==> src/hw/axil_slice.sv <==
module axil_slice #(
    parameter type T = logic
) (
    input  logic clk,
    input  logic arst_n,

    input  T     in_data,
    input  logic in_valid,
    output logic in_ready,

    output T     out_data,
    output logic out_valid,
    input  logic out_ready
);

    T     main_data;
    T     spill_data;
    logic main_valid;
    logic spill_valid;
    logic main_valid_d;
    logic spill_valid_d;
    logic take_in;
    logic load_main;
    logic load_spill;
    logic main_from_spill;

    assign take_in   = in_valid && in_ready;
    assign out_data  = main_data;
    assign out_valid = main_valid;

    always_comb begin
        main_valid_d    = main_valid;
        spill_valid_d   = spill_valid;
        load_main       = 1'b0;
        load_spill      = 1'b0;
        main_from_spill = 1'b0;
        if (out_ready || !main_valid) begin
            // Main register drains; refill from spill first to keep order
            if (spill_valid) begin
                main_valid_d    = 1'b1;
                spill_valid_d   = 1'b0;
                main_from_spill = 1'b1;
            end else begin
                main_valid_d = take_in;
                load_main    = take_in;
            end
        end else if (take_in) begin
            spill_valid_d = 1'b1;
            load_spill    = 1'b1;
        end
    end

    always_ff @(posedge clk or negedge arst_n) begin
        if (!arst_n) begin
            main_valid  <= 1'b0;
            spill_valid <= 1'b0;
            in_ready    <= 1'b0;
        end else begin
            main_valid  <= main_valid_d;
            spill_valid <= spill_valid_d;
            in_ready    <= !spill_valid_d;
        end
    end

    always_ff @(posedge clk) begin
        if (load_spill) begin
            spill_data <= in_data;
        end
        if (main_from_spill) begin
            main_data <= spill_data;
        end else if (load_main) begin
            main_data <= in_data;
        end
    end

endmodule

==> config.mk <==
export PLATFORM = sky130hd
export DESIGN_NAME = axil_slice
export DESIGN_NICKNAME = d
export VERILOG_FILES = /design/src/hw/axil_slice.sv
export SDC_FILE = /design/constraint.sdc
export NUM_CORES = 1
export LEC_CHECK = 0
export ABC_AREA = 1
export BUFFER_PORTS_ARGS = -buffer_cell sky130_fd_sc_hd__clkbuf_2
export CAP_MARGIN = 5
export CELL_PAD_IN_SITES_DETAIL_PLACEMENT = 1
export CELL_PAD_IN_SITES_GLOBAL_PLACEMENT = 1
export CORE_AREA = 2 2 39 41
export DETAILED_ROUTE_END_ITERATION = 6
export DIE_AREA = 0 0 41 43
export PLACE_DENSITY = 0.41
export SLEW_MARGIN = 20
export SYNTH_ARGS = -nofsm -noshare
export SYNTH_HDL_FRONTEND = slang
export SYNTH_SLANG_ARGS = --single-unit
==> constraint.sdc <==
create_clock -name clk -period 2.45 [get_ports clk]
set_input_delay 0.49 -clock clk [delete_from_list [all_inputs] [get_ports clk]]
set_output_delay 0.49 -clock clk [all_outputs]
set_load 0.01 [all_outputs]
== Word-level counts from Yosys, hierarchy flattened ==
Cells that the tools add are included.

* Flip-flop bits (word level): 5
* Input port bits: 5
* Output and inout bits: 3
* Logic and storage cells: 21

* Muxes and demuxes: 11
* Reduce and logical (&&, ||, !) cells: 5

{| class="wikitable"
|+ Operators with widths
! kind !! number
|-
| 2-to-1 mux 1 bit || 11
|-
| logical NOT 1 bit || 2
|-
| nonzero test 2 bit || 1
|-
| logical AND 1 bit || 1
|-
| logical OR 1 bit || 1
|}

== Longest topological paths before layout ==
* Depth in word-level cells: 5
* Depth in mapped cells: 5
* Depth with buffers taken out: 5

== Worst setup path after synthesis ==
OpenSTA, ideal clock, no wires.

* Kind: in2reg
* Start point: input port in_valid
* End point: register main_data, in the netlist out_data (enable)
* Library setup time: 289 ps
* Arrival: 723 ps
* Required time: 2161 ps
* Path slack: 1437 ps
* Stages on the path: 4
* Buffers on the path: 0
* Path through: nand2_1 nand2_2 nand2_1 inv_1

* Cells in the longest elaborated chain, start to end: 4

{| class="wikitable"
|+ RTL lines
! item !! line !! text
|-
| start: declaration || 8 || <nowiki>input logic in_valid,</nowiki>
|-
| logical AND 1 bit || 27 || <nowiki>assign take_in = in_valid && in_ready;</nowiki>
|-
| 2-to-1 mux 1 bit || 39 || <nowiki>if (spill_valid) begin</nowiki>
|-
| 2-to-1 mux 1 bit || 37 || <nowiki>if (out_ready || !main_valid) begin</nowiki>
|-
| nonzero test 2 bit (no line) || n/a ||
|-
| end signal: assignment || 70 || <nowiki>main_data <= spill_data;</nowiki>
|-
| end signal: assignment || 72 || <nowiki>main_data <= in_data;</nowiki>
|-
| end: declaration || 16 || <nowiki>T main_data;</nowiki>
|}

No other way between the ends.
A chain may end at the register's enable or synchronous reset.

== Final worst setup path ==
* Start point: register main_valid, in the netlist out_valid
* End point: output port out_valid

{| class="wikitable"
|+ RTL lines
! item !! line !! text
|-
| start: declaration || 18 || <nowiki>logic main_valid;</nowiki>
|-
| start signal: assignment || 59 || <nowiki>main_valid <= main_valid_d;</nowiki>
|-
| end: declaration || 12 || <nowiki>output logic out_valid,</nowiki>
|}

No word-level cell between the ends.

==> flow_metrics.env <==
export IMPL_grt_pass1_vias=154
export IMPL_gp_congestion=0.691
export IMPL_htree_levels=1
export IMPL_crit_buf_inv=1
export IMPL_grt_max_degree=6
export IMPL_cts_inserted_buffers=3
export IMPL_slowest_stage="dfrtp_1"
export IMPL_p_sw_w=0.0000560
export IMPL_synth_area_leaders="dfrtp_1 37%, edfxtp_1 29%, nand2_1 11%"
export IMPL_die_x_um=41
export IMPL_maxSlewHeadroom=0.910
export IMPL_path_class="register to output pin"
export IMPL_vdd_ir_drop_max_mv=0.276
export IMPL_first_pass_iters=2
export IMPL_nets=37
export IMPL_die_y_um=43
export IMPL_power_w=0.000229
export IMPL_diodes=0
export IMPL_synth_top_cell_area_share=0.368
export IMPL_dieArea_mm2=0.00176
export IMPL_hold_buffers=0
export IMPL_cpLargestDelayFamily="flip-flops"
export IMPL_post_synth_top_count_cell="nand2_1"
export IMPL_fin_crit_ps=1260
export IMPL_grt_usage=0.0586
export IMPL_timing_fmax_mhz=791
export IMPL_fin_crit_sh=0.516
export IMPL_synth_top_area_cell="dfrtp_1"
export IMPL_internal_power_w=0.000173
export IMPL_core_mm2=0.00138
export IMPL_synth_seq_cells=5
export IMPL_hold_class="primary input to asynchronous set/reset pin"
export IMPL_cts_root_buf="clkbuf_4"
export IMPL_syn_nets=25
export IMPL_syn_to_final_growth_pct=39.9
export IMPL_viasPerCell=3.38
export IMPL_required_ps=1960
export IMPL_cts_tree="built"
export IMPL_ys_types=9
export IMPL_rsz0062_at_grt="no"
export IMPL_synthFlopType="dfrtp_1"
export IMPL_grt_antenna_before_repair=0
export IMPL_gr_total_overflow=0
export IMPL_slowest_delay_ps=400
export IMPL_cp_arrival_ps=770
export IMPL_swShare=0.244
export IMPL_fin_worst_skew_ps=3.33
export IMPL_cts_resized=0
export IMPL_hold_viol_final=0
export IMPL_synthCells=20
export IMPL_routedWlPerCell_um=7.68
export IMPL_start_util=0.147
export IMPL_synth_edff_count=2
export IMPL_avgSynthCellArea_um2=10.2
export IMPL_wirelength_um=361
export IMPL_grt_pass1_wl_um=607
export IMPL_ioPinCount=8
export IMPL_worst_pin_slew_ps=135
export IMPL_dp_hpwl_um=315
export IMPL_clkLatencyLatePin_ps=230
export IMPL_layout_drive_gt1_share=0.484
export IMPL_drc_errors=0
export IMPL_critPathCaptureType="output pin"
export IMPL_cp_start_kind="register"
export IMPL_power_frac_comb=0.150
export IMPL_ys_top_cells_by_count="6 x nand2_1, 3 x dfrtp_1"
export IMPL_post_cts_buffers=0
export IMPL_p_leak_nw=0.147
export IMPL_vias=159
export IMPL_powerDensity_mw_per_mm2=804
export IMPL_clock_sinks=5
export IMPL_io_buffer_count=7
export IMPL_ant_nets=0
export IMPL_clock_path_buffers=2
export IMPL_cp_cell_sequence="clkbuf_2"
export IMPL_power_share_clock=0.391
export IMPL_core_rowCount=14
export IMPL_outcome="completed"
export IMPL_critPathMaxFanout=3
export IMPL_setup_viol=0
export IMPL_drt_iter0_drc=2
export IMPL_synth_warnings=0
export IMPL_clk_pin_slew_worst_paths_ps=40
export IMPL_maxCapViolations=0
export IMPL_synthesis_area_um2=204
export IMPL_fin_setup_tns_ps=0
export IMPL_seq_power_share=0.459
export IMPL_yosysSeqAreaShare=0.663
export IMPL_synthArstFlopShare=0.600
export IMPL_drv_slew=0
## state kept, by name, indices dropped and copies added (netlist names)
name / flops
in_ready: 1
out_data: 1
out_valid: 1
spill_data: 1
spill_valid: 1
## power groups by stage
stage               Combinational, W  Clock [W]  Sequential, W
floorplan                  0.0000168          0       0.000109
global placement           0.0000353          0       0.000106
detailed placement         0.0000350          0       0.000107
CTS                        0.0000352  0.0000947       0.000106
global route               0.0000391   0.000102       0.000107
finish                     0.0000343  0.0000897       0.000105
## final cells by class
cell class | count | area, um^2
Clock buffer | 4 | 26.3
Fill cell | 170 | 1100
Inverter | 4 | 15.0
Multi-Input combinational cell | 11 | 53.8
Sequential cell | 5 | 135
Tap cell | 16 | 20.0
Timing Repair Buffer | 7 | 35.0
## stage by stage
stage | util | area [um^2] | setup slack [ps] | instances | hold WS, ps
final | 0.206 | 285 | 1190 | 47 | 45.8
after global routing | 0.206 | 285 | 1130 | 47 | 29.9
after CTS | 0.206 | 285 | 1170 | 47 | 37.3
after detailed placement | 0.187 | 259 | 1310 | 43 | 288
after global placement | 0.187 | 259 | 1310 | 43 | 288
after floorplan | - | 204 | 1440 | 20 | 194
## path summary, 6_finish.rpt
check	slack [ps]	end	from	cells after the start
min in group clk	450	spill_data	in_data	1
worst min-delay path	50	out_valid	arst_n	1
worst min register to register	540	in_ready	out_valid	1
worst max-delay path	1190	out_valid	out_valid	1
worst max register to register	1510	out_data	out_valid	3
max in group asynchronous	2300	in_ready	arst_n	1
## routing by layer
metal,vias to the layer above,global-route usage,part of all wire,routed length (um)
met5,-,0,0,0
met4,0,0.0200,0,0
met3,0,0.0785,0.097,35
met2,5,0.0656,0.40,143
met1,71,0.0623,0.50,182
li1,83,-,-,-
## cell families after synthesis
logic type / Yosys count / share of synthesized area
buffers and inverters: 4 / 0.0736
DFF: 5 / 0.663
and+or+nand+nor: 11 / 0.264
## cell usage in the layout, fill, tap and decap left out
cell / synthesis / final
clkbuf_1: 0 / 1
clkbuf_2: 0 / 7
clkbuf_4: 0 / 3
dfrtp_1: 3 / 3
edfxtp_1: 2 / 2
inv_1: 2 / 2
inv_2: 2 / 2
nand2_1: 6 / 6
nand2_2: 2 / 2
nand3_1: 1 / 1
nand3_2: 1 / 1
nor2_1: 1 / 1
No activity file was read; power rests on OpenSTA's default activity.
