### config.mk
export PLATFORM = sky130hd
export DESIGN_NAME = gpio_regs
export DESIGN_NICKNAME = d
export VERILOG_FILES = /design/src/hw/soc_pkg.sv /design/src/hw/gpio_regs.sv
export VERILOG_INCLUDE_DIRS = /design/src /design/src/include
export SDC_FILE = /design/constraint.sdc
export NUM_CORES = 1
export LEC_CHECK = 0
export BUFFER_PORTS_ARGS = -buffer_cell sky130_fd_sc_hd__buf_2
export CAP_MARGIN = 10
export CORE_MARGIN = 2
export CORE_UTILIZATION = 32
export CTS_CLUSTER_DIAMETER = 150
export DETAILED_ROUTE_END_ITERATION = 8
export HOLD_SLACK_MARGIN = 0.15
export PLACE_DENSITY = 0.77
export SYNTH_ARGS = -nofsm -noshare
export SYNTH_HDL_FRONTEND = slang
export SYNTH_SLANG_ARGS = --single-unit
### constraint.sdc
create_clock -name clk -period 1.25 [get_ports clk]
set_clock_uncertainty 0.1 [all_clocks]
set_input_delay 0.25 -clock clk [delete_from_list [all_inputs] [get_ports clk]]
set_output_delay 0.25 -clock clk [all_outputs]
set_load 0.01 [all_outputs]
### src/include/soc_consts.svh
`ifndef SOC_CONSTS_SVH
`define SOC_CONSTS_SVH

// Bus widths
`define SOC_ADDR_W      32
`define SOC_DATA_W      32
`define SOC_STRB_W      (`SOC_DATA_W / 8)

// Address map
`define SOC_SRAM_BASE   32'h1000_0000
`define SOC_GPIO_BASE   32'h2000_0000
`define SOC_SRAM_BYTES  4096
`define SOC_GPIO_SPAN   16

// GPIO register offsets within the window
`define GPIO_OUT_OFS    'h0
`define GPIO_IN_OFS     'h4
`define GPIO_TGL_OFS    'h8

// Response codes
`define SOC_RESP_OKAY   2'b00
`define SOC_RESP_SLVERR 2'b10
`define SOC_RESP_DECERR 2'b11

`endif
### src/hw/soc_pkg.sv
`include "soc_consts.svh"

package soc_pkg;

    typedef enum logic [1:0] {
        OKAY   = `SOC_RESP_OKAY,
        SLVERR = `SOC_RESP_SLVERR,
        DECERR = `SOC_RESP_DECERR
    } axil_resp_e;

    // Write address and data share one request channel
    typedef struct packed {
        logic [`SOC_ADDR_W-1:0] addr;
        logic [`SOC_DATA_W-1:0] data;
        logic [`SOC_STRB_W-1:0] strb;
    } axil_wreq_t;

    typedef struct packed {
        axil_resp_e resp;
    } axil_wrsp_t;

    typedef struct packed {
        logic [`SOC_ADDR_W-1:0] addr;
    } axil_rreq_t;

    typedef struct packed {
        logic [`SOC_DATA_W-1:0] data;
        axil_resp_e             resp;
    } axil_rrsp_t;

endpackage

### src/hw/gpio_regs.sv
`include "soc_consts.svh"

module gpio_regs #(
    parameter int GPIO_WIDTH = 8
) (
    input  logic                  clk,
    input  logic                  arst_n,

    input  soc_pkg::axil_wreq_t   wreq,
    input  logic                  wreq_valid,
    output logic                  wreq_ready,
    output soc_pkg::axil_wrsp_t   wrsp,
    output logic                  wrsp_valid,
    input  logic                  wrsp_ready,

    input  soc_pkg::axil_rreq_t   rreq,
    input  logic                  rreq_valid,
    output logic                  rreq_ready,
    output soc_pkg::axil_rrsp_t   rrsp,
    output logic                  rrsp_valid,
    input  logic                  rrsp_ready,

    input  logic [GPIO_WIDTH-1:0] gpio_in,
    output logic [GPIO_WIDTH-1:0] gpio_out
);

    import soc_pkg::*;

    localparam int OFS_W = $clog2(`SOC_GPIO_SPAN);

    logic [GPIO_WIDTH-1:0]  out_q;
    logic [GPIO_WIDTH-1:0]  sync_q1;
    logic [GPIO_WIDTH-1:0]  sync_q2;
    logic [`SOC_DATA_W-1:0] wmask;
    logic [GPIO_WIDTH-1:0]  wbits;
    logic [OFS_W-1:0]       wofs;
    logic [OFS_W-1:0]       rofs;
    logic                   wr_acc;

    assign wofs       = wreq.addr[OFS_W-1:0];
    assign rofs       = rreq.addr[OFS_W-1:0];
    assign wr_acc     = wreq_valid && wreq_ready;
    assign wreq_ready = !wrsp_valid;
    assign rreq_ready = !rrsp_valid;
    assign gpio_out   = out_q;

    // Byte strobes limit which output bits a write touches
    always_comb begin
        for (int b = 0; b < `SOC_STRB_W; b++) begin
            wmask[8*b +: 8] = {8{wreq.strb[b]}};
        end
    end
    assign wbits = wreq.data[GPIO_WIDTH-1:0] & wmask[GPIO_WIDTH-1:0];

    always_ff @(posedge clk or negedge arst_n) begin
        if (!arst_n) begin
            out_q   <= '0;
            sync_q1 <= '0;
            sync_q2 <= '0;
        end else begin
            sync_q1 <= gpio_in;
            sync_q2 <= sync_q1;
            if (wr_acc && wofs == OFS_W'(`GPIO_OUT_OFS)) begin
                out_q <= (out_q & ~wmask[GPIO_WIDTH-1:0]) | wbits;
            end else if (wr_acc && wofs == OFS_W'(`GPIO_TGL_OFS)) begin
                out_q <= out_q ^ wbits;
            end
        end
    end

    // Response payloads are captured on accept and held
    always_ff @(posedge clk) begin
        if (wr_acc) begin
            if (wofs == OFS_W'(`GPIO_OUT_OFS) || wofs == OFS_W'(`GPIO_TGL_OFS)) begin
                wrsp.resp <= OKAY;
            end else begin
                wrsp.resp <= SLVERR;
            end
        end
        if (rreq_valid && rreq_ready) begin
            if (rofs == OFS_W'(`GPIO_OUT_OFS)) begin
                rrsp <= '{data: `SOC_DATA_W'(out_q), resp: OKAY};
            end else if (rofs == OFS_W'(`GPIO_IN_OFS)) begin
                rrsp <= '{data: `SOC_DATA_W'(sync_q2), resp: OKAY};
            end else begin
                rrsp <= '{data: '0, resp: SLVERR};
            end
        end
    end

    always_ff @(posedge clk or negedge arst_n) begin
        if (!arst_n) begin
            wrsp_valid <= 1'b0;
            rrsp_valid <= 1'b0;
        end else begin
            if (wr_acc) begin
                wrsp_valid <= 1'b1;
            end else if (wrsp_ready) begin
                wrsp_valid <= 1'b0;
            end
            if (rreq_valid && rreq_ready) begin
                rrsp_valid <= 1'b1;
            end else if (rrsp_ready) begin
                rrsp_valid <= 1'b0;
            end
        end
    end

endmodule

==> Word level (Yosys, flattened, before mapping) <==
Index checks and enable logic that the tools add are counted.
{ "totals": {"reg_bits": 62, "output_inout_bits": 48, "elab_cells": 37} }
{ "op_classes": {"n_eq_ne": 2, "n_mux": 9, "bitwise": 5, "reduce_logical": 12} }
{ "op_table": {"columns": ["op", "n"], "rows": [
  ["10-bit two-way mux", 2],
  ["8-bit AND", 2],
  ["8-bit two-way mux", 2],
  ["4-bit logical NOT", 2],
  ["8-bit NOT", 1],
  ["8-bit bitwise OR", 1],
  ["8-bit bitwise XOR", 1],
  ["2-bit nonzero test", 3],
  ["4-bit by 3-bit equality test with 1-bit output, second input constant", 1],
  ["4-bit equality test, second input constant", 1],
  ["1-bit logical AND", 4],
  ["1-bit two-way mux", 4],
  ["1-bit logical NOT", 2],
  ["2-bit two-way mux", 1],
  ["1-bit logical OR", 1]
]} }

==> Depth between registers and ports, before layout <==
Gate-level depths: netlist of run 1.
{ "depth": {"depth_word": 5, "mapped_depth": 5, "depth_no_buf": 4} }

==> Worst setup path before layout of run 1 <==
OpenSTA, ideal clock, no wires.
{ "synth_timing": {"path_type": "register -> register", "start": "register rrsp_valid", "end": "register rrsp[1] (netlist name) (enable)", "setup_time_ns": 0.376, "arrival_time_ns": 0.894, "slack_ns": -0.121, "path_stages_with_launch": 2, "path_buffers": 0, "synth_period_minus_slack_ns": 1.371, "cell_sequence": "dfrtp_1 -> nor2b_1"} }
{ "synth_between": {"elab_chain_cells": 2} }
{ "synth_lines": {"columns": ["item", "line_no", "text"], "rows": [
  ["start: declaration", "gpio_regs.sv:20", "output logic rrsp_valid,"],
  ["start signal: assignment", "gpio_regs.sv:94", "rrsp_valid <= 1'b0;"],
  ["start signal: assignment", "gpio_regs.sv:102", "rrsp_valid <= 1'b1;"],
  ["start signal: assignment", "gpio_regs.sv:104", "rrsp_valid <= 1'b0;"],
  ["1-bit logical NOT", "gpio_regs.sv:44", "assign rreq_ready = !rrsp_valid;"],
  ["1-bit logical AND", "gpio_regs.sv:80", "if (rreq_valid && rreq_ready) begin"],
  ["end signal: assignment", "gpio_regs.sv:82", "rrsp <= '{data: `SOC_DATA_W'(out_q), resp: OKAY};"],
  ["end signal: assignment", "gpio_regs.sv:84", "rrsp <= '{data: `SOC_DATA_W'(sync_q2), resp: OKAY};"],
  ["end signal: assignment", "gpio_regs.sv:86", "rrsp <= '{data: '0, resp: SLVERR};"],
  ["end: declaration", "gpio_regs.sv:19", "output soc_pkg::axil_rrsp_t rrsp,"]
]} }
Every way passes these cells.
A chain may end at the register's enable or synchronous reset.

==> results_dict.tcl, run 1 <==
set metrics [dict create \
    drive_gt1_share_pct 34.7 \
    fin_crit_sh_pct 111 \
    muxShareOfSynthArea_pct 5.09 \
    synthTopCellsByArea "dfrtp_1, edfxtp_1, buf_4" \
    totalWireLength_um 3170 \
    wl_per_cell_um 11.9 \
    ys_seq_elements 36 \
    synth_area_per_cell_um2 12.3 \
    die_h_um 74.1 \
    insertion_delay_ps 280 \
    critPathSlowestCell "dfrtp_1" \
    worst-setup-path-type "reg2reg" \
    grt_pass1_vias 1039 \
    synth-compound-area-share_pct 9.94 \
    cts.htree.levels 2 \
    synth_top_family_by_area "buffers and inverters" \
    path_cells "nand3b_1 > buf_4 > nor2_4 > o221a_1" \
    cts_buffers 5 \
    num_rows 25 \
    clkPwrFrac_pct 34.7 \
    violations "negative setup slack" \
    cp.required_ps 1370 \
    synth_cell_types 25 \
    synth-simple-area-share_pct 9.86 \
    drt_first_pass_iters 4 \
    synth-adder-area-share_pct 0 \
    antenna_found_initial 0 \
    internal-power_mw 2.11 \
    clk_path_buf_depth 2 \
    maxCapViolations 0 \
    hpwl_um 2330 \
    path_max_fanout 8 \
    grt_max_degree 27 \
    synth.largest_area_cell "dfrtp_1" \
    die_w_um 74.1 \
    synth_cells 128 \
    power_leakage_nw 0.986 \
    power_density_mw_per_mm2 1360 \
    max-vdd-ir-drop_mv 0.609 \
    outcome "complete, but fails checks" \
    fmax_mhz 718 \
    setup_tns_ps -857 \
    switchingPower_mw 0.710 \
    vias_per_cell 4.30 \
    drt_iter0_drc 65 \
    clkTransAtPathRegs_ps 70 \
    sw_frac_of_total_pct 25.2 \
    synth_xor_area_share_pct 0 \
    ctsRootBufferMaster "clkbuf_8" \
    clock_sinks 36 \
    port-buffer-count 52 \
    mostFrequentLayoutCells "buf_2, dfrtp_1, conb_1" \
    slowest_delay_ps 410 \
    arrival_ps 1510 \
    antenna_cells 0 \
    layout_commonest_cell "buf_2" \
    finalSetupViolations 8 \
    finalNonFillerCells 266 \
    die_area_mm2 0.00550 \
    grt_pass1_wl_um 4580 \
    cp-end-kind "flop" \
    yosys_warnings 0 \
    yosysSeqAreaShare_pct 60.4 \
    grt_util_all_layers_pct 11.2 \
    hold_viol 0 \
    combPwrFrac_pct 15.8 \
    synthesis.area_mm2 0.00157 \
    rsz0062_at_grt "yes" \
    synthToLayoutAreaGrowth_pct 31.9 \
    fin_nets 312 \
    io_pins 162 \
    dp_cells 246 \
    gp_congestion 0.779 \
    pwr-share-seq_pct 49.5 \
    setup_slack_ps -143 \
    min_period_ps 1390 \
    initial_utilization_pct 33.3 \
    route.detailed.drc 0 \
    overflow 0 \
    cts_tree "yes" \
    dpl_worst_slack_ps -153 \
    vias 1145 \
    hp-class "in2reg" \
    core_mm2 0.00472 \
    yosys.area.top_type_share_pct 41.3 \
    hold_ws_ps 153 \
    drv_slew 0 \
    ant_nets 0 \
    start_kind "flop" \
]
logic make-up (layout without fill, tap and decap cells):
group,after synthesis,after routing
DFF,36,36
buffers and inverters,34,80
muxes,8,8
AOI/OAI and AO/OA,23,23
other,1,26
and+or+nand+nor,26,26
worst paths after layout:
path | startpoint | endpoint | slack [ps] | cells after the start
min in group asynchronous | arst_n | sync_q1[0]$_DFF_PN0_ | 400 | 3
setup / recovery | wrsp_valid$_DFFE_PN0P_ | flop | -140 | 4
hold reg to reg | sync_q1[2]$_DFF_PN0_ | sync_q2[2]$_DFF_PN0_ | 250 | 0
setup reg to reg | wrsp_valid$_DFFE_PN0P_ | flop | -140 | 4
hold / removal | wreq[9] | flop | 150 | 2
max in group asynchronous | arst_n | async pin | 410 | 3
worst max-delay path: cells and delay by family (launching register included):
| kind | cells | cell delay (ps) |
|---|---|---|
| simple gates | 2 | 430 |
| flops | 1 | 410 |
| compound gates | 1 | 220 |
| buf+inv | 1 | 180 |
final cells by class:
class	count	area, um2
Multi-Input combinational cell	83	492
Timing Repair Buffer	69	428
Tap cell	67	83.8
Clock buffer	6	72.6
Clock inverter	2	35.0
Fill cell	444	2650
Sequential cell	36	951
Inverter	3	13.8
routing by layer:
| metal | vias to the layer above | wire, um | global-route usage, % | share of wire [%] |
|---|---|---|---|---|
| li1 | 536 | - | - | - |
| met1 | 543 | 1290 | 12.1 | 41 |
| met2 | 64 | 1520 | 20.6 | 48 |
| met3 | 2 | 328 | 4.61 | 10 |
| met4 | 0 | 29 | 2.42 | 0.91 |
| met5 | - | 0 | 0 | 0 |
what timing repair did:
item / in CTS / in global routing
setup endpoints to repair: 8 / 10
buffers inserted: 1 / 0
pin swaps: 2 / 1
endpoints found under the hold margin: 36 / 0
gates resized for setup: 0 / 0
cloned: 0 / 0
hold buffers: 11 / 0
metrics by stage:
| step | total power, mW | utilization [%] | area, um2 |
|---|---|---|---|
| 2_1_floorplan | 1.67 | - | 1670 |
| 3_3_place_gp | 1.82 | 39.2 | 1850 |
| 3_5_place_dp | 1.83 | 39.2 | 1850 |
| 4_1_cts | 2.83 | 43.9 | 2080 |
| 5_1_grt | 2.93 | 43.9 | 2080 |
| 6_report | 2.82 | 43.9 | 2080 |
cell usage after synthesis:
master,instances
o21bai_1,2
inv_4,1
inv_1,2
nand3_1,5
o21ai_0,5
conb_1,1
nand4_1,3
nor2_4,1
nor3_4,1
a31oi_1,5
o221a_1,3
clkbuf_1,4
buf_1,1
mux2i_1,8
nor2_1,8
and3b_1,1
o31a_1,3
or3_1,1
nand3b_1,1
and2_1,3
dfrtp_1,26
a21oi_1,5
edfxtp_1,10
buf_4,26
nor2b_1,2
power groups by stage:
stage	registers (mW)	logic, mW	clock network (mW)
final	1.39	0.446	0.976
after global routing	1.40	0.495	1.03
after CTS	1.40	0.448	0.987
after detailed placement	1.42	0.413	0
after global placement	1.41	0.403	0
after floorplan	1.43	0.240	0
Note: power is estimated with default switching activity, not from simulation.
==> run 2: changes to the inputs <==
--- a/config.mk
+++ b/config.mk
@@ -6,12 +6,13 @@
 export SDC_FILE = /design/constraint.sdc
 export NUM_CORES = 1
 export LEC_CHECK = 0
+export ABC_AREA = 0
 export BUFFER_PORTS_ARGS = -buffer_cell sky130_fd_sc_hd__buf_2
 export CAP_MARGIN = 10
-export CORE_MARGIN = 2
 export CORE_UTILIZATION = 32
 export CTS_CLUSTER_DIAMETER = 150
 export DETAILED_ROUTE_END_ITERATION = 8
+export GPL_ROUTABILITY_DRIVEN = 1
 export HOLD_SLACK_MARGIN = 0.15
 export PLACE_DENSITY = 0.77
 export SYNTH_ARGS = -nofsm -noshare
==> run 2 against run 1 <==
Compared with the run above:
- the run ends with design-rule violations, negative setup slack left
- worst hold slack better by 8.3 ps
- non-clock buffer count up 8
- first-iteration DRC count grew 29%
- critical path depth decreased by 1
==> results_dict.tcl, run 2 (synthesis results as in run 1) <==
set metrics [dict create \
    port-buffer-count 52 \
    hold_viol 0 \
    grt_pass1_wl_um 4740 \
    antenna_found_initial 0 \
    grt_util_all_layers_pct 12.4 \
    critPathSlowestCell "dfrtp_2" \
    ant_nets 0 \
    crit_start "wrsp_valid$_DFFE_PN0P_" \
    mostFrequentLayoutCells "buf_2, conb_1, dfrtp_1" \
    r2r_setup_slack_ps -170 \
    cts_tree "yes" \
    fmax_mhz 705 \
    r2r-start "wrsp_valid$_DFFE_PN0P_" \
    vias 1196 \
    cts.htree.levels 2 \
    initial_utilization_pct 33.3 \
    path_cells "nand3b_1 > o31a_1 > o221a_1" \
    hold_ws_ps 161 \
    synthToLayoutAreaGrowth_pct 37.0 \
    die_w_um 72.1 \
    dp_cells 248 \
    clock_sinks 36 \
    totalWireLength_um 3220 \
    clk_path_buf_depth 2 \
    cts_buffers 5 \
    setup_slack_ps -168 \
    rsz0062_at_grt "yes" \
    layout_commonest_cell "buf_2" \
    hp-class "in2reg" \
    start_kind "flop" \
    clkTransAtPathRegs_ps 60 \
    fin_crit_sh_pct 113 \
    vias_per_cell 4.36 \
    r2r_cells 3 \
    die_area_mm2 0.00520 \
    max-vdd-ir-drop_mv 0.579 \
    cp-end-kind "flop" \
    slowest_delay_ps 430 \
    gp_congestion 0.777 \
    drt_first_pass_iters 6 \
    fin_nets 320 \
    cp.required_ps 1320 \
    finalNonFillerCells 274 \
    drive_gt1_share_pct 40.6 \
    grt_pass1_vias 1055 \
    antenna_cells 0 \
    overflow 0 \
    hpwl_um 2220 \
    maxCapViolations 0 \
    finalPower_mw 2.88 \
    arrival_ps 1480 \
    wl_per_cell_um 11.7 \
    min_period_ps 1420 \
    setup_tns_ps -964 \
    drt_iter0_drc 84 \
    finalSetupViolations 10 \
    insertion_delay_ps 280 \
    outcome "complete, but fails checks" \
    violations "design-rule violations, negative setup slack" \
    ctsRootBufferMaster "clkbuf_8" \
    dpl_worst_slack_ps -161 \
    num_rows 25 \
    power_leakage_nw 1.02 \
    io_pins 162 \
    power_density_mw_per_mm2 1330 \
    route.detailed.drc 2 \
    grt_max_degree 27 \
    worst-setup-path-type "reg2reg" \
    die_h_um 72.1 \
    fillers 441 \
    path_max_fanout 5 \
    drv_slew 0 \
    core_mm2 0.00472 \
]
run 2: how the worst min path moves through the flow:
stage	start	end	slack, ps	cells past startpoint
after global placement	arst_n	wrsp_valid$_DFFE_PN0P_	160	2
after global routing	wreq[9]	flop	160	2
after detailed placement	arst_n	async pin	160	2
final	wreq[6]	flop	160	2
after CTS	wreq[6]	flop	150	2
after floorplan	arst_n	async pin	-150	0
run 2: timing repair:
| action | in CTS | in global routing |
|---|---|---|
| setup endpoints to repair | 9 | 13 |
| hold buffers | 11 | 0 |
| endpoints found under the hold margin | 36 | 0 |
| setup buffers | 1 | 6 |
| gates resized for setup | 3 | 8 |
run 2: cell type report:
type	count	area [um2]	share of cell area, %
sequential	36	952	44.1
multi-input combinational	83	508	23.5
timing repair buffer	77	492	22.8
tap	67	83.8	3.89
clock buffer	6	72.6	3.36
clock inverter	2	35.0	1.62
inverter	3	13.8	0.638
run 2: layer usage:
metal / wire length, um / share of wire, % / GRT usage (%)
met4: 68 / 2.1 / 7.84
met5: 0 / 0 / 0
met2: 1630 / 51 / 21.7
met3: 282 / 8.8 / 3.47
met1: 1230 / 38 / 13.0
run 2: power by group:
part	internal (mW)	switching, mW
registers	1.32	0.0758
clock network	0.591	0.387
logic	0.239	0.269
total	2.15	0.731
run 2: worst max-delay path: cells and delay by family, from the launching register on:
kind,cells,cell delay (ps)
and+or+nand+nor,1,270
DFF,1,430
AOI/OAI and AO/OA,2,510
run 2: metrics by stage:
step	utilization, %	cell area, um2
2_1_floorplan	-	1670
3_3_place_gp	39.2	1850
3_5_place_dp	39.2	1850
4_1_cts	44.2	2090
5_1_grt	45.7	2160
6_report	45.7	2160
