**config.mk**
```make
export PLATFORM = sky130hd
export DESIGN_NAME = axil_router
export DESIGN_NICKNAME = d
export VERILOG_FILES = /design/src/hw/soc_pkg.sv /design/src/hw/axil_router.sv
export VERILOG_INCLUDE_DIRS = /design/src /design/src/include
export SDC_FILE = /design/constraint.sdc
export NUM_CORES = 1
export LEC_CHECK = 0
export BUFFER_PORTS_ARGS = -buffer_cell sky130_fd_sc_hd__clkbuf_2
export CAP_MARGIN = 20
export CORE_AREA = 2 2 169 171
export CTS_BUF_LIST = sky130_fd_sc_hd__clkbuf_2 sky130_fd_sc_hd__clkbuf_4 sky130_fd_sc_hd__clkbuf_8
export DETAILED_ROUTE_END_ITERATION = 10
export DIE_AREA = 0 0 171 173
export GPL_TIMING_DRIVEN = 0
export SLEW_MARGIN = 10
export SYNTH_ARGS = -nofsm -noshare
export SYNTH_HDL_FRONTEND = slang
export SYNTH_SLANG_ARGS = --single-unit
```
**constraint.sdc**
```tcl
create_clock -name clk -period 1.85 [get_ports clk]
set_clock_uncertainty 0.2 [all_clocks]
set_input_delay 0.2775 -clock clk [delete_from_list [all_inputs] [get_ports clk]]
set_output_delay 0.2775 -clock clk [all_outputs]
set_load 0.05 [all_outputs]
```
**src/include/soc_consts.svh**
```systemverilog
`ifndef SOC_CONSTS_SVH
`define SOC_CONSTS_SVH

// Bus widths
`define SOC_ADDR_W      32
`define SOC_DATA_W      32
`define SOC_STRB_W      (`SOC_DATA_W / 8)

// Address map
`define SOC_SRAM_BASE   32'h1000_0000
`define SOC_GPIO_BASE   32'h2000_0000
`define SOC_SRAM_BYTES  4096
`define SOC_GPIO_SPAN   16

// GPIO register offsets within the window
`define GPIO_OUT_OFS    'h0
`define GPIO_IN_OFS     'h4
`define GPIO_TGL_OFS    'h8

// Response codes
`define SOC_RESP_OKAY   2'b00
`define SOC_RESP_SLVERR 2'b10
`define SOC_RESP_DECERR 2'b11

`endif
```
**src/hw/soc_pkg.sv**
```systemverilog
`include "soc_consts.svh"

package soc_pkg;

    typedef enum logic [1:0] {
        OKAY   = `SOC_RESP_OKAY,
        SLVERR = `SOC_RESP_SLVERR,
        DECERR = `SOC_RESP_DECERR
    } axil_resp_e;

    // Write address and data share one request channel
    typedef struct packed {
        logic [`SOC_ADDR_W-1:0] addr;
        logic [`SOC_DATA_W-1:0] data;
        logic [`SOC_STRB_W-1:0] strb;
    } axil_wreq_t;

    typedef struct packed {
        axil_resp_e resp;
    } axil_wrsp_t;

    typedef struct packed {
        logic [`SOC_ADDR_W-1:0] addr;
    } axil_rreq_t;

    typedef struct packed {
        logic [`SOC_DATA_W-1:0] data;
        axil_resp_e             resp;
    } axil_rrsp_t;

endpackage

```
**src/hw/axil_router.sv**
```systemverilog
`include "soc_consts.svh"

module axil_router (
    input  logic                clk,
    input  logic                arst_n,

    // Master side
    input  soc_pkg::axil_wreq_t m_wreq,
    input  logic                m_wreq_valid,
    output logic                m_wreq_ready,
    output soc_pkg::axil_wrsp_t m_wrsp,
    output logic                m_wrsp_valid,
    input  logic                m_wrsp_ready,
    input  soc_pkg::axil_rreq_t m_rreq,
    input  logic                m_rreq_valid,
    output logic                m_rreq_ready,
    output soc_pkg::axil_rrsp_t m_rrsp,
    output logic                m_rrsp_valid,
    input  logic                m_rrsp_ready,

    // SRAM
    output soc_pkg::axil_wreq_t sram_wreq,
    output logic                sram_wreq_valid,
    input  logic                sram_wreq_ready,
    input  soc_pkg::axil_wrsp_t sram_wrsp,
    input  logic                sram_wrsp_valid,
    output logic                sram_wrsp_ready,
    output soc_pkg::axil_rreq_t sram_rreq,
    output logic                sram_rreq_valid,
    input  logic                sram_rreq_ready,
    input  soc_pkg::axil_rrsp_t sram_rrsp,
    input  logic                sram_rrsp_valid,
    output logic                sram_rrsp_ready,

    // GPIO
    output soc_pkg::axil_wreq_t gpio_wreq,
    output logic                gpio_wreq_valid,
    input  logic                gpio_wreq_ready,
    input  soc_pkg::axil_wrsp_t gpio_wrsp,
    input  logic                gpio_wrsp_valid,
    output logic                gpio_wrsp_ready,
    output soc_pkg::axil_rreq_t gpio_rreq,
    output logic                gpio_rreq_valid,
    input  logic                gpio_rreq_ready,
    input  soc_pkg::axil_rrsp_t gpio_rrsp,
    input  logic                gpio_rrsp_valid,
    output logic                gpio_rrsp_ready
);

    import soc_pkg::*;

    typedef enum logic [1:0] {
        TGT_SRAM,
        TGT_GPIO,
        TGT_ERR
    } tgt_e;

    function automatic tgt_e decode(input logic [`SOC_ADDR_W-1:0] addr);
        if (addr - `SOC_SRAM_BASE < `SOC_SRAM_BYTES) begin
            return TGT_SRAM;
        end
        if (addr - `SOC_GPIO_BASE < `SOC_GPIO_SPAN) begin
            return TGT_GPIO;
        end
        return TGT_ERR;
    endfunction

    tgt_e w_dec;
    tgt_e w_tgt;
    tgt_e r_dec;
    tgt_e r_tgt;
    logic w_pend;
    logic r_pend;

    assign w_dec = decode(m_wreq.addr);
    assign r_dec = decode(m_rreq.addr);

    // Requests fan out to both devices; only valid is steered
    assign sram_wreq       = m_wreq;
    assign gpio_wreq       = m_wreq;
    assign sram_wreq_valid = m_wreq_valid && !w_pend && (w_dec == TGT_SRAM);
    assign gpio_wreq_valid = m_wreq_valid && !w_pend && (w_dec == TGT_GPIO);
    assign sram_rreq       = m_rreq;
    assign gpio_rreq       = m_rreq;
    assign sram_rreq_valid = m_rreq_valid && !r_pend && (r_dec == TGT_SRAM);
    assign gpio_rreq_valid = m_rreq_valid && !r_pend && (r_dec == TGT_GPIO);

    always_comb begin
        case (w_dec)
            TGT_SRAM: m_wreq_ready = !w_pend && sram_wreq_ready;
            TGT_GPIO: m_wreq_ready = !w_pend && gpio_wreq_ready;
            default:  m_wreq_ready = !w_pend;
        endcase
        case (r_dec)
            TGT_SRAM: m_rreq_ready = !r_pend && sram_rreq_ready;
            TGT_GPIO: m_rreq_ready = !r_pend && gpio_rreq_ready;
            default:  m_rreq_ready = !r_pend;
        endcase
    end

    // Responses come from the owner of the pending transfer
    always_comb begin
        m_wrsp       = '{resp: DECERR};
        m_wrsp_valid = w_pend;
        case (w_tgt)
            TGT_SRAM: begin
                m_wrsp       = sram_wrsp;
                m_wrsp_valid = w_pend && sram_wrsp_valid;
            end
            TGT_GPIO: begin
                m_wrsp       = gpio_wrsp;
                m_wrsp_valid = w_pend && gpio_wrsp_valid;
            end
            default: ;
        endcase
    end

    always_comb begin
        m_rrsp       = '{data: '0, resp: DECERR};
        m_rrsp_valid = r_pend;
        case (r_tgt)
            TGT_SRAM: begin
                m_rrsp       = sram_rrsp;
                m_rrsp_valid = r_pend && sram_rrsp_valid;
            end
            TGT_GPIO: begin
                m_rrsp       = gpio_rrsp;
                m_rrsp_valid = r_pend && gpio_rrsp_valid;
            end
            default: ;
        endcase
    end

    assign sram_wrsp_ready = m_wrsp_ready && w_pend && (w_tgt == TGT_SRAM);
    assign gpio_wrsp_ready = m_wrsp_ready && w_pend && (w_tgt == TGT_GPIO);
    assign sram_rrsp_ready = m_rrsp_ready && r_pend && (r_tgt == TGT_SRAM);
    assign gpio_rrsp_ready = m_rrsp_ready && r_pend && (r_tgt == TGT_GPIO);

    always_ff @(posedge clk or negedge arst_n) begin
        if (!arst_n) begin
            w_pend <= 1'b0;
            w_tgt  <= TGT_ERR;
        end else if (m_wreq_valid && m_wreq_ready) begin
            w_pend <= 1'b1;
            w_tgt  <= w_dec;
        end else if (m_wrsp_valid && m_wrsp_ready) begin
            w_pend <= 1'b0;
        end
    end

    always_ff @(posedge clk or negedge arst_n) begin
        if (!arst_n) begin
            r_pend <= 1'b0;
            r_tgt  <= TGT_ERR;
        end else if (m_rreq_valid && m_rreq_ready) begin
            r_pend <= 1'b1;
            r_tgt  <= r_dec;
        end else if (m_rrsp_valid && m_rrsp_ready) begin
            r_pend <= 1'b0;
        end
    end

endmodule

```
==> Word level (Yosys, flattened, before mapping) <==
Index checks and enable logic that the tools add are counted.
Widths: inputs -> output; s select.
{ "op_classes": {"order_cmp": 4, "eq_ne": 4, "n_reduce_logical": 32, "n_mux": 24, "add_sub_neg": 4} }
{ "op_table": {"columns": ["op", "count"], "rows": [
  ["$pmux 34 s2", 1],
  ["$lt 32x13->1 const B", 2],
  ["$lt 32x5->1 const B", 2],
  ["$sub 32x29->32 const B", 2],
  ["$sub 32x30->32 const B", 2],
  ["$logic_and 1x1->1", 24],
  ["$mux 2", 8],
  ["$mux 1", 10],
  ["$eq 2x1->1 const B", 4],
  ["$logic_not 2->1", 4],
  ["$pmux 1 s2", 4],
  ["$pmux 2 s2", 1],
  ["$reduce_bool 2->1", 2],
  ["$logic_not 1->1", 2]
]} }
{ "totals": {"register_bits": 6, "word_cells": 72} }

==> Longest topological paths before layout <==
Gate-level depths: netlist of run 1.
{ "depth": {"depth_word": 10, "mapped_depth": 7} }

==> Worst setup path before layout of run 1 <==
OpenSTA, ideal clock, no wires.
{ "synth_path": {"path_type": "input port to output port", "start": "input m_wreq[65] (netlist bit)", "end": "output sram_wreq_valid", "t_required_ns": 1.372, "path_buffers": 0, "slack_ns": -0.760, "t_arrival_ns": 2.133, "cell_stages": 6, "path_cell_list": "inv_1 -> ha_1 -> and2b_1 -> xnor2_1 -> nand4_1 -> nor3_1"} }
{ "synth_via": {"elab_chain_len": 8} }
{ "synth_lines": {"columns": ["item", "line_no", "text"], "rows": [
  ["from (decl)", "axil_router.sv:8", "input soc_pkg::axil_wreq_t m_wreq,"],
  ["$sub 32x30->32 (no line)", null, null],
  ["$lt 32x5->1 (no line)", null, null],
  ["$mux 1 (2 in series)", "axil_router.sv:62", "if (addr - `SOC_GPIO_BASE < `SOC_GPIO_SPAN) begin"],
  ["$mux 2", "axil_router.sv:65", "return TGT_ERR;"],
  ["$mux 2 *", "axil_router.sv:62", null],
  ["$logic_not 2->1 *", "axil_router.sv:81", "assign sram_wreq_valid = m_wreq_valid && !w_pend && (w_dec == TGT_SRAM);"],
  ["$logic_and 1x1->1 *", "axil_router.sv:81", null],
  ["to (decl)", "axil_router.sv:23", "output logic sram_wreq_valid,"]
]} }
Every way passes the cells marked *; elsewhere a longest branch is shown, timed or not. The select of a mux whose other input is x is not followed.

==> Final worst setup path of run 1 <==
{ "layout_path": {"start": "input m_wreq[65] (netlist bit)", "end": "output m_wreq_ready"} }
{ "layout_via": {"elab_chain_len": 8} }
{ "layout_lines": {"columns": ["item", "line_no", "text"], "rows": [
  ["$sub 32x30->32 (no line)", null, null],
  ["$lt 32x5->1 (no line)", null, null],
  ["$mux 1 (2 in series)", "axil_router.sv:62", null],
  ["$mux 2", "axil_router.sv:65", null],
  ["$mux 2 *", "axil_router.sv:62", null],
  ["$eq 2x1->1 or $logic_not 2->1 (tied branches)", "axil_router.sv:89", "case (w_dec)"],
  ["$pmux 1 s2 *", "axil_router.sv:89", null],
  ["to (decl)", "axil_router.sv:10", "output logic m_wreq_ready,"]
]} }
Marks and branches as above.

==> results.json, run 1 <==
{
  "outcome": "finished with violations",
  "violations": "negative setup slack",
  "grt_max_degree": 11,
  "synth-edff-count": 0,
  "ff2ff_path_depth": 6,
  "cts.reportedPaths.clkPinSlew_ns": 0.04,
  "crit_path_max_incr_delay_ns": 0.28,
  "worst-path-buf-inv": 3,
  "routed_wirelength_microns": 14600,
  "grt_pass1_wl_microns": 20000,
  "dieHeight_microns": 173,
  "gp_congestion": 0.766,
  "io_pins": 434,
  "worstSetupEndpointType": "output port",
  "wire_per_inst_microns": 12.4,
  "setup_violations": 42,
  "fmax_mhz": 484,
  "clockBufferDepth": 2,
  "ys_top_cells_by_area": "buf_4, mux2i_1, nor2_1, nor4_2, dfrtp_1",
  "area_growth_pct": 143,
  "synthFlopType": "dfrtp_1",
  "n_antenna_cell": 0,
  "grt_setup_unrepaired": "true",
  "vias_per_cell": 3.22,
  "drive_gt1_share_pct": 93.6,
  "tightestPinTransition_ns": 0.704,
  "core_area_sq_um": 27600,
  "vias": 3786,
  "die_width_microns": 171,
  "clk_latency_ns": 0.22,
  "yosysWarnings": 0,
  "fillers": 2999,
  "slew_viol_final": 0,
  "ys_types": 40,
  "die_area_sq_um": 29600,
  "crit_slowest_cell": "and4bb_2",
  "ys_ff_latch": 6,
  "vdd_drop_max_v": 0.000224,
  "root_buffer": "clkbuf_8",
  "fin_crit_sh_pct": 112,
  "period_minus_slack_ns": 2.07,
  "p_leak_uw": 0.00367,
  "min_path_cells": 4,
  "multi_input_area_sq_um": 1630,
  "hold_violations": 0,
  "first_pass_iters": 4,
  "synthArstFlopShare_pct": 100,
  "drv_cap": 0,
  "drc": 0,
  "fin_util_pct": 25.0,
  "cp.arrival_ns": 1.59,
  "antenna_found_initial": 0,
  "path_max_fanout": 5,
  "numClockSinks": 6,
  "hold_ws_ns": 0.163,
  "hold_class": "primary input to register",
  "nets": 990,
  "yosysTopAreaCell": "buf_4",
  "ant_nets": 0,
  "syn_avg_cell_area_sq_um": 7.81,
  "hpwl_microns": 12400,
  "grt-ovfl-total": 0,
  "cp-start-kind": "primary input",
  "synth_cells": 364,
  "cts-buffers-inserted": 3,
  "seq_area_frac_synth_pct": 5.37,
  "cts_tree": "built",
  "relSlewSlack_pct": 52.4,
  "synth_nets": 554,
  "final_area_sq_um": 6900,
  "setup_ws_ns": -0.217,
  "placedInstanceArea_sq_um": 5560,
  "grt_use_total_pct": 8.76,
  "regArea_sq_um": 158,
  "path_class": "primary input to output port",
  "mappedNetlistArea_sq_um": 2840,
  "required_ns": 1.37,
  "numPortBuffers": 389,
  "yosysMostFrequentCell": "buf_4",
  "rows": 61,
  "synth.top_cell.area_share_pct": 53.3,
  "p_per_area_nw_per_um2": 731,
  "path_cells": "clkbuf_16 > inv_8 > ha_4 > and4bb_2 > nand4_4 > a2bb2oi_4 > nor2_4 > nor2_4 > clkbuf_16",
  "ys_top_cells_by_count": "buf_4, nor2_1, mux2i_1",
  "grt_pass1_vias": 3650,
  "path_delay_family": "simple AND/OR/NAND/NOR gates",
  "tns_ns": -4.13,
  "cts_max_level": 1,
  "initial_core_util_pct": 10.3,
  "drtIter0Drc": 80,
  "cp_num_cells": 9
}
-- tightest hold or removal path: stages --
cell and delay [ns]:
clkbuf_2 0.09, nand2_1 0.05, nand2_1 0.08, nand2_1 0.05
-- where the power goes --
group / switching (uW) / internal, uW / total, uW
Sequential: 87.7 / 199 / 287
Combinational: 2800 / 1750 / 4560
Clock: 58.3 / 140 / 198
-- final timing paths --
path / start / to / slack (ns)
worst max register to register: r_tgt[0]$_DFFE_PN0P_ / r_pend$_DFFE_PN0P_ / 0.25
worst min-delay path: m_rrsp_ready / r_pend$_DFFE_PN0P_ / 0.16
worst max-delay path: m_wreq[65] / m_wreq_ready / -0.22
min in group asynchronous: arst_n / r_pend$_DFFE_PN0P_ / 0.24
max in group asynchronous: arst_n / w_tgt[1]$_DFFE_PN1P_ / 0.96
worst min register to register: w_tgt[1]$_DFFE_PN1P_ / w_tgt[1]$_DFFE_PN1P_ / 0.37
-- per-stage QoR --
step / instances / total power, uW / worst slack [ns]
CTS: 1172 / 4900 / -0.254
finish: 1176 / 5040 / -0.217
floorplan: 364 / 3010 / -0.189
global route: 1176 / 5270 / -0.274
global placement: 1131 / 3910 / -0.529
detailed placement: 1131 / 3920 / -0.546
-- metal layers --
| metal | wire length (microns) | up-vias | GRT usage (%) |
|---|---|---|---|
| li1 | - | 1892 | - |
| met1 | 5480 | 1695 | 9.67 |
| met2 | 7990 | 195 | 17.6 |
| met3 | 1060 | 4 | 1.44 |
| met4 | 31 | 0 | 0.918 |
| met5 | 0 | - | 0 |
-- final cells by class --
cell class	count	area share (%)
plain buffers	207	23.9
well taps	378	6.85
clock buffers	3	0.598
repair buffers	432	41.9
flip-flops and latches	6	2.28
multi-input cells	146	23.6
inverters	4	0.798
-- logic make-up after synthesis --
family	share of synthesized area [%]
fa+ha+maj	1.76
mux	12.1
buf+inv	54.8
flops	5.37
xor+xnor	1.23
simple gates	19.2
compound gates	5.59
-- repair_timing --
action | in CTS | in global routing
endpoints found under the hold margin | 6 | 0
pin swaps | 20 | 10
hold buffers | 1 | 0
gates cloned | 3 | 0
resized for setup | 161 | 67
endpoints found under the setup margin | 47 | 47
buffers inserted | 34 | 7
-- registers in the layout (all words and copies together) (netlist names) --
| name | count |
|---|---|
| w_pend | 1 |
| r_tgt | 2 |
| w_tgt | 2 |
| r_pend | 1 |
-- layout by cell type, fill, tap and decap left out, types with 2 or more instances in the layout --
master     synthesis  final
clkbuf_2           0    339
buf_4            202    232
buf_8              0     35
nor2_2             0     29
mux2i_2            0     14
mux2i_1           32     13
clkbuf_8           0     12
clkbuf_16          0      8
buf_12             0      8
nand2_1            8      7
mux2i_4            0      5
nor2_4             0      5
nor3_4             0      5
nor4_4             1      5
nor4_2             9      5
nor2b_1            4      4
a211o_1            4      4
nand4_4            1      4
ha_4               0      4
buf_6              0      4
dfrtp_2            0      4
xnor2_2            0      3
inv_8              0      2
inv_12             0      2
nor2_1            36      2
nor3_2             1      2
and2b_1            2      2
a2bb2oi_4          0      2
mux2_4             0      2
o21a_1             2      2
nor3_1             8      2
nand4_1            2      2
o2bb2ai_1          2      2
o21ai_2            1      2
a22o_1             2      2
clkbuf_4           0      2
dfstp_2            2      2
Note: power is estimated with default switching activity, not from simulation.
==> inputs of run 2 (changes only) <==
==> constraint.sdc (replaced) <==
create_clock -name clk -period 2.15 [get_ports clk]
set_clock_uncertainty 0.2 [all_clocks]
set_input_delay 0.3225 -clock clk [delete_from_list [all_inputs] [get_ports clk]]
set_output_delay 0.3225 -clock clk [all_outputs]
set_load 0.05 [all_outputs]
==> results.json, run 2 (synthesized netlist as in run 1, its figures left out) <==
{
  "outcome": "complete, no violations",
  "p_per_area_nw_per_um2": 601,
  "relSlewSlack_pct": 55.7,
  "antenna_found_initial": 0,
  "reg2reg_slack_ns": 0.56,
  "p_leak_uw": 0.00329,
  "cp.arrival_ns": 1.61,
  "core_area_sq_um": 27600,
  "vdd_drop_max_v": 0.000374,
  "path_class": "primary input to output port",
  "grt_pass1_vias": 3429,
  "met2_length_microns": 6990,
  "first_pass_iters": 4,
  "nets": 964,
  "drc": 0,
  "grt_setup_unrepaired": "true",
  "reg2reg_to": "r_tgt[0]$_DFFE_PN0P_",
  "startpoint": "m_wreq[66]",
  "regToRegStartpoint": "r_pend$_DFFE_PN0P_",
  "post-place-cells": 1131,
  "final_common_cell": "clkbuf_2",
  "hpwl_microns": 12000,
  "setup_violations": 0,
  "slew_viol_final": 0,
  "vias": 3672,
  "initial_core_util_pct": 10.3,
  "numClockSinks": 6,
  "cp-start-kind": "primary input",
  "tns_ns": 0,
  "ant_nets": 0,
  "grt_use_total_pct": 7.94,
  "period_minus_slack_ns": 2.14,
  "path_max_fanout": 3,
  "root_buffer": "clkbuf_8",
  "tightestPinTransition_ns": 0.655,
  "gp_congestion": 0.751,
  "grt-ovfl-total": 0,
  "stdcell_count": 1150,
  "fmax_mhz": 468,
  "die_width_microns": 171,
  "reg_top3": "r_tgt: 2 flops, w_tgt: 2 flops",
  "routed_wirelength_microns": 13100,
  "cts-buffers-inserted": 3,
  "vias_per_cell": 3.19,
  "cts_max_level": 1,
  "grt_max_degree": 11,
  "grt_pass1_wl_microns": 18200,
  "drive_gt1_share_pct": 86.1,
  "fin_crit_sh_pct": 99.3,
  "hold_class": "primary input to register",
  "worstSetupEndpointType": "output port",
  "final_cell_mix": "clkbuf_2, buf_4, nor2_1, mux2i_1",
  "dieHeight_microns": 173,
  "die_area_sq_um": 29600,
  "cts.reportedPaths.clkPinSlew_ns": 0.05,
  "rows": 61,
  "crit_end": "m_wreq_ready",
  "cts_tree": "built",
  "met3_length_microns": 1110,
  "ff2ff_path_depth": 3,
  "drt-met1-wl_microns": 4980,
  "drtIter0Drc": 55,
  "n_antenna_cell": 0,
  "top_layer": "met4",
  "area_growth_pct": 107,
  "io_pins": 434,
  "required_ns": 1.63,
  "clk_latency_ns": 0.23,
  "wire_per_inst_microns": 11.4,
  "drv_cap": 0,
  "numPortBuffers": 389,
  "hold_violations": 0,
  "hold_start": "m_wrsp_ready",
  "clockBufferDepth": 2
}
-- run 2: area by class of cell --
cell class	instances	area, sq um
Multi-Input combinational cell	146	1370
Tap cell	378	473
Sequential cell	6	155
Buffer	208	1610
Inverter	4	37.5
Fill cell	3085	21700
Timing Repair Buffer	405	2210
Clock buffer	3	41.3
-- run 2: metal layers --
metal | vias up | GRT usage, %
li1 | 1832 | -
met1 | 1609 | 8.89
met2 | 229 | 15.9
met3 | 2 | 1.24
met4 | 0 | 0.847
met5 | - | 0
-- run 2: worst min-delay path by stage --
stage | endpoint | cells after the start
detailed placement | w_tgt[0]$_DFFE_PN0P_ | 1
floorplan | r_pend$_DFFE_PN0P_ | 0
CTS | w_pend$_DFFE_PN0P_ | 3
global placement | w_tgt[0]$_DFFE_PN0P_ | 1
finish | w_pend$_DFFE_PN0P_ | 3
global route | r_pend$_DFFE_PN0P_ | 4
-- run 2: what timing repair did --
action / 4_1_cts / 5_1_grt
pin swaps: 12 / 10
gates resized for setup: 69 / 27
endpoints found under the hold margin: 6 / 0
endpoints found under the setup margin: 44 / 27
setup buffers: 13 / 2
hold buffers: 1 / 0
-- run 2: through the flow --
stage	setup WS (ns)	hold WS (ns)	total power, uW	util (%)	area, sq um
after global routing	-0.0638	0.172	3730	21.3	5890
after global placement	-0.410	-0.00749	3190	19.2	5320
final	0.0142	0.155	3540	21.3	5890
after floorplan	-0.139	-0.173	2460	-	2900
after detailed placement	-0.410	-0.00629	3200	19.2	5320
after CTS	-0.0944	0.147	3560	20.9	5790
-- run 2: critical path, stage by stage --
cell,delay [ns]
clkbuf_16,0.11
inv_6,0.03
ha_4,0.24
and4bb_2,0.27
nand4_4,0.12
a2bb2oi_4,0.21
nor2_4,0.12
nor2_4,0.04
buf_8,0.15
-- run 2: where the power goes --
group | internal [uW] | switching [uW] | leakage, uW | total (uW)
Clock | 122 | 67.4 | 0.0000216 | 189
Combinational | 916 | 2200 | 0.00320 | 3120
Sequential | 167 | 64.0 | 0.0000683 | 231
Total | 1200 | 2340 | 0.00329 | 3540
==> inputs of run 3 (changes only) <==
--- a/config.mk
+++ b/config.mk
@@ -13,7 +13,7 @@
 export DETAILED_ROUTE_END_ITERATION = 10
 export DIE_AREA = 0 0 171 173
 export GPL_TIMING_DRIVEN = 0
-export SLEW_MARGIN = 10
+export SLEW_MARGIN = 0
 export SYNTH_ARGS = -nofsm -noshare
 export SYNTH_HDL_FRONTEND = slang
 export SYNTH_SLANG_ARGS = --single-unit
==> constraint.sdc (replaced) <==
create_clock -name clk -period 2.2 [get_ports clk]
set_clock_uncertainty 0.2 [all_clocks]
set_input_delay 0.33 -clock clk [delete_from_list [all_inputs] [get_ports clk]]
set_output_delay 0.33 -clock clk [all_outputs]
set_load 0.05 [all_outputs]
==> results.json, run 3 (synthesized netlist as in run 1, its figures left out) <==
{
  "stdcell_count": 1150,
  "hold_violations": 0,
  "grt_use_met2_pct": 15.0,
  "cp-start-kind": "primary input",
  "cp_num_cells": 9,
  "fmax_mhz": 467,
  "drv_cap": 0,
  "fin_util_pct": 21.0,
  "antenna_found_initial": 0,
  "worst-path-buf-inv": 3,
  "core_area_sq_um": 27600,
  "wire_per_inst_microns": 11.2,
  "reg2reg_slack_ns": 0.55,
  "p_per_area_nw_per_um2": 590,
  "use_met3_pct": 1.30,
  "grt_pass1_wl_microns": 17900,
  "vdd_drop_max_v": 0.000375,
  "final_cell_mix": "clkbuf_2, buf_4, mux2i_1, nor2_1, nand2_1",
  "initial_core_util_pct": 10.3,
  "hpwl_microns": 11600,
  "path_max_fanout": 4,
  "post-place-cells": 1131,
  "worstSetupEndpointType": "output port",
  "final_common_cell": "clkbuf_2",
  "cts_tree": "built",
  "slew_viol_final": 0,
  "drc": 0,
  "outcome": "complete, no violations",
  "io_pins": 434,
  "setup_violations": 0,
  "drtIter0Drc": 70,
  "rows": 61,
  "vias_per_cell": 3.14,
  "crit_path_max_incr_delay_ns": 0.24,
  "dieHeight_microns": 173,
  "gp_congestion": 0.810,
  "ff2ff_path_depth": 4,
  "total_power_uw": 3420,
  "grt-ovfl-total": 0,
  "crit_slowest_cell": "ha_4",
  "clk_latency_ns": 0.22,
  "required_ns": 1.67,
  "numClockSinks": 6,
  "hold_class": "primary input to register",
  "tightestPinTransition_ns": 0.526,
  "nets": 964,
  "fillers": 3089,
  "cp.arrival_ns": 1.61,
  "grt_max_degree": 11,
  "n_antenna_cell": 0,
  "die_width_microns": 171,
  "use_met1_pct": 8.89,
  "grt_use_total_pct": 7.72,
  "ant_nets": 0,
  "cts_max_level": 1,
  "numPortBuffers": 389,
  "min_path_cells": 4,
  "clockBufferDepth": 2,
  "vias": 3616,
  "worst_path_most_repeated_cell": "nor2_4",
  "period_minus_slack_ns": 2.14,
  "cts.reportedPaths.clkPinSlew_ns": 0.04,
  "cts-buffers-inserted": 3,
  "area_growth_pct": 104,
  "routed_wirelength_microns": 12900,
  "drive_gt1_share_pct": 86.0,
  "root_buffer": "clkbuf_8",
  "regArea_sq_um": 154,
  "fin_crit_sh_pct": 97.4,
  "path_delay_family": "simple AND/OR/NAND/NOR gates",
  "multi_input_area_sq_um": 1340,
  "p_leak_uw": 0.00326,
  "reg_top3": "r_tgt: 2 flops, w_tgt: 2 flops",
  "relSlewSlack_pct": 64.7,
  "grt_setup_unrepaired": "true",
  "path_class": "primary input to output port",
  "first_pass_iters": 4,
  "path_cells": "clkbuf_16 > inv_6 > ha_4 > and4bb_1 > nand4_4 > a2bb2oi_4 > nor2_4 > nor2_4 > buf_8",
  "tns_ns": 0,
  "grt_pass1_vias": 3402,
  "grt_busiest_layer": "met2",
  "die_area_sq_um": 29600
}
-- run 3: final cells by class --
class | count | share of cell area, %
Sequential cell | 6 | 2.65
Inverter | 4 | 0.604
Buffer | 208 | 27.2
Clock buffer | 3 | 0.711
Timing Repair Buffer | 405 | 37.6
Multi-Input combinational cell | 146 | 23.1
Tap cell | 378 | 8.15
-- run 3: final timing paths --
check                                      from              endpoint
hold / removal                     m_rrsp_ready    r_pend$_DFFE_PN0P_
setup / recovery                     m_rreq[29]          m_rreq_ready
max in group asynchronous                arst_n  r_tgt[1]$_DFFE_PN1P_
min in group asynchronous                arst_n  w_tgt[0]$_DFFE_PN0P_
hold reg to reg            w_tgt[1]$_DFFE_PN1P_  w_tgt[1]$_DFFE_PN1P_
setup reg to reg           w_tgt[0]$_DFFE_PN0P_    w_pend$_DFFE_PN0P_
-- run 3: per-layer routing --
layer | wire length [microns] | vias to the layer above
met5 | 0 | -
met2 | 6770 | 221
li1 | - | 1828
met3 | 1030 | 4
met1 | 5050 | 1563
met4 | 57 | 0
-- run 3: repair_timing --
item,in CTS,in global routing
hold buffers,1,0
gates resized for setup,60,10
endpoints found under the hold margin,6,0
setup endpoints to repair,41,17
pin swaps,14,8
buffers inserted,12,3
-- run 3: worst reg2reg max path, delay by kind of cell (launching register included) --
family             cells  cell delay, ns
DFF                    1            0.53
AOI/OAI and AO/OA      2            0.43
and+or+nand+nor        1            0.07
muxes                  1            0.37
-- run 3: stage by stage --
step	worst slack [ns]	hold slack (ns)	instance area [sq um]
3_3_place_gp	-0.430	-0.00562	5300
4_1_cts	-0.0392	0.246	5730
5_1_grt	-0.00552	0.251	5800
3_5_place_dp	-0.404	-0.00550	5300
2_1_floorplan	-0.104	-0.166	2880
6_report	0.0569	0.221	5800
-- run 3: report_power, final --
part	leakage [uW]	internal (uW)	total [uW]	switching [uW]
Combinational	0.00316	858	3010	2150
Sequential	0.0000700	163	243	79.7
Clock	0.0000216	118	174	56.0
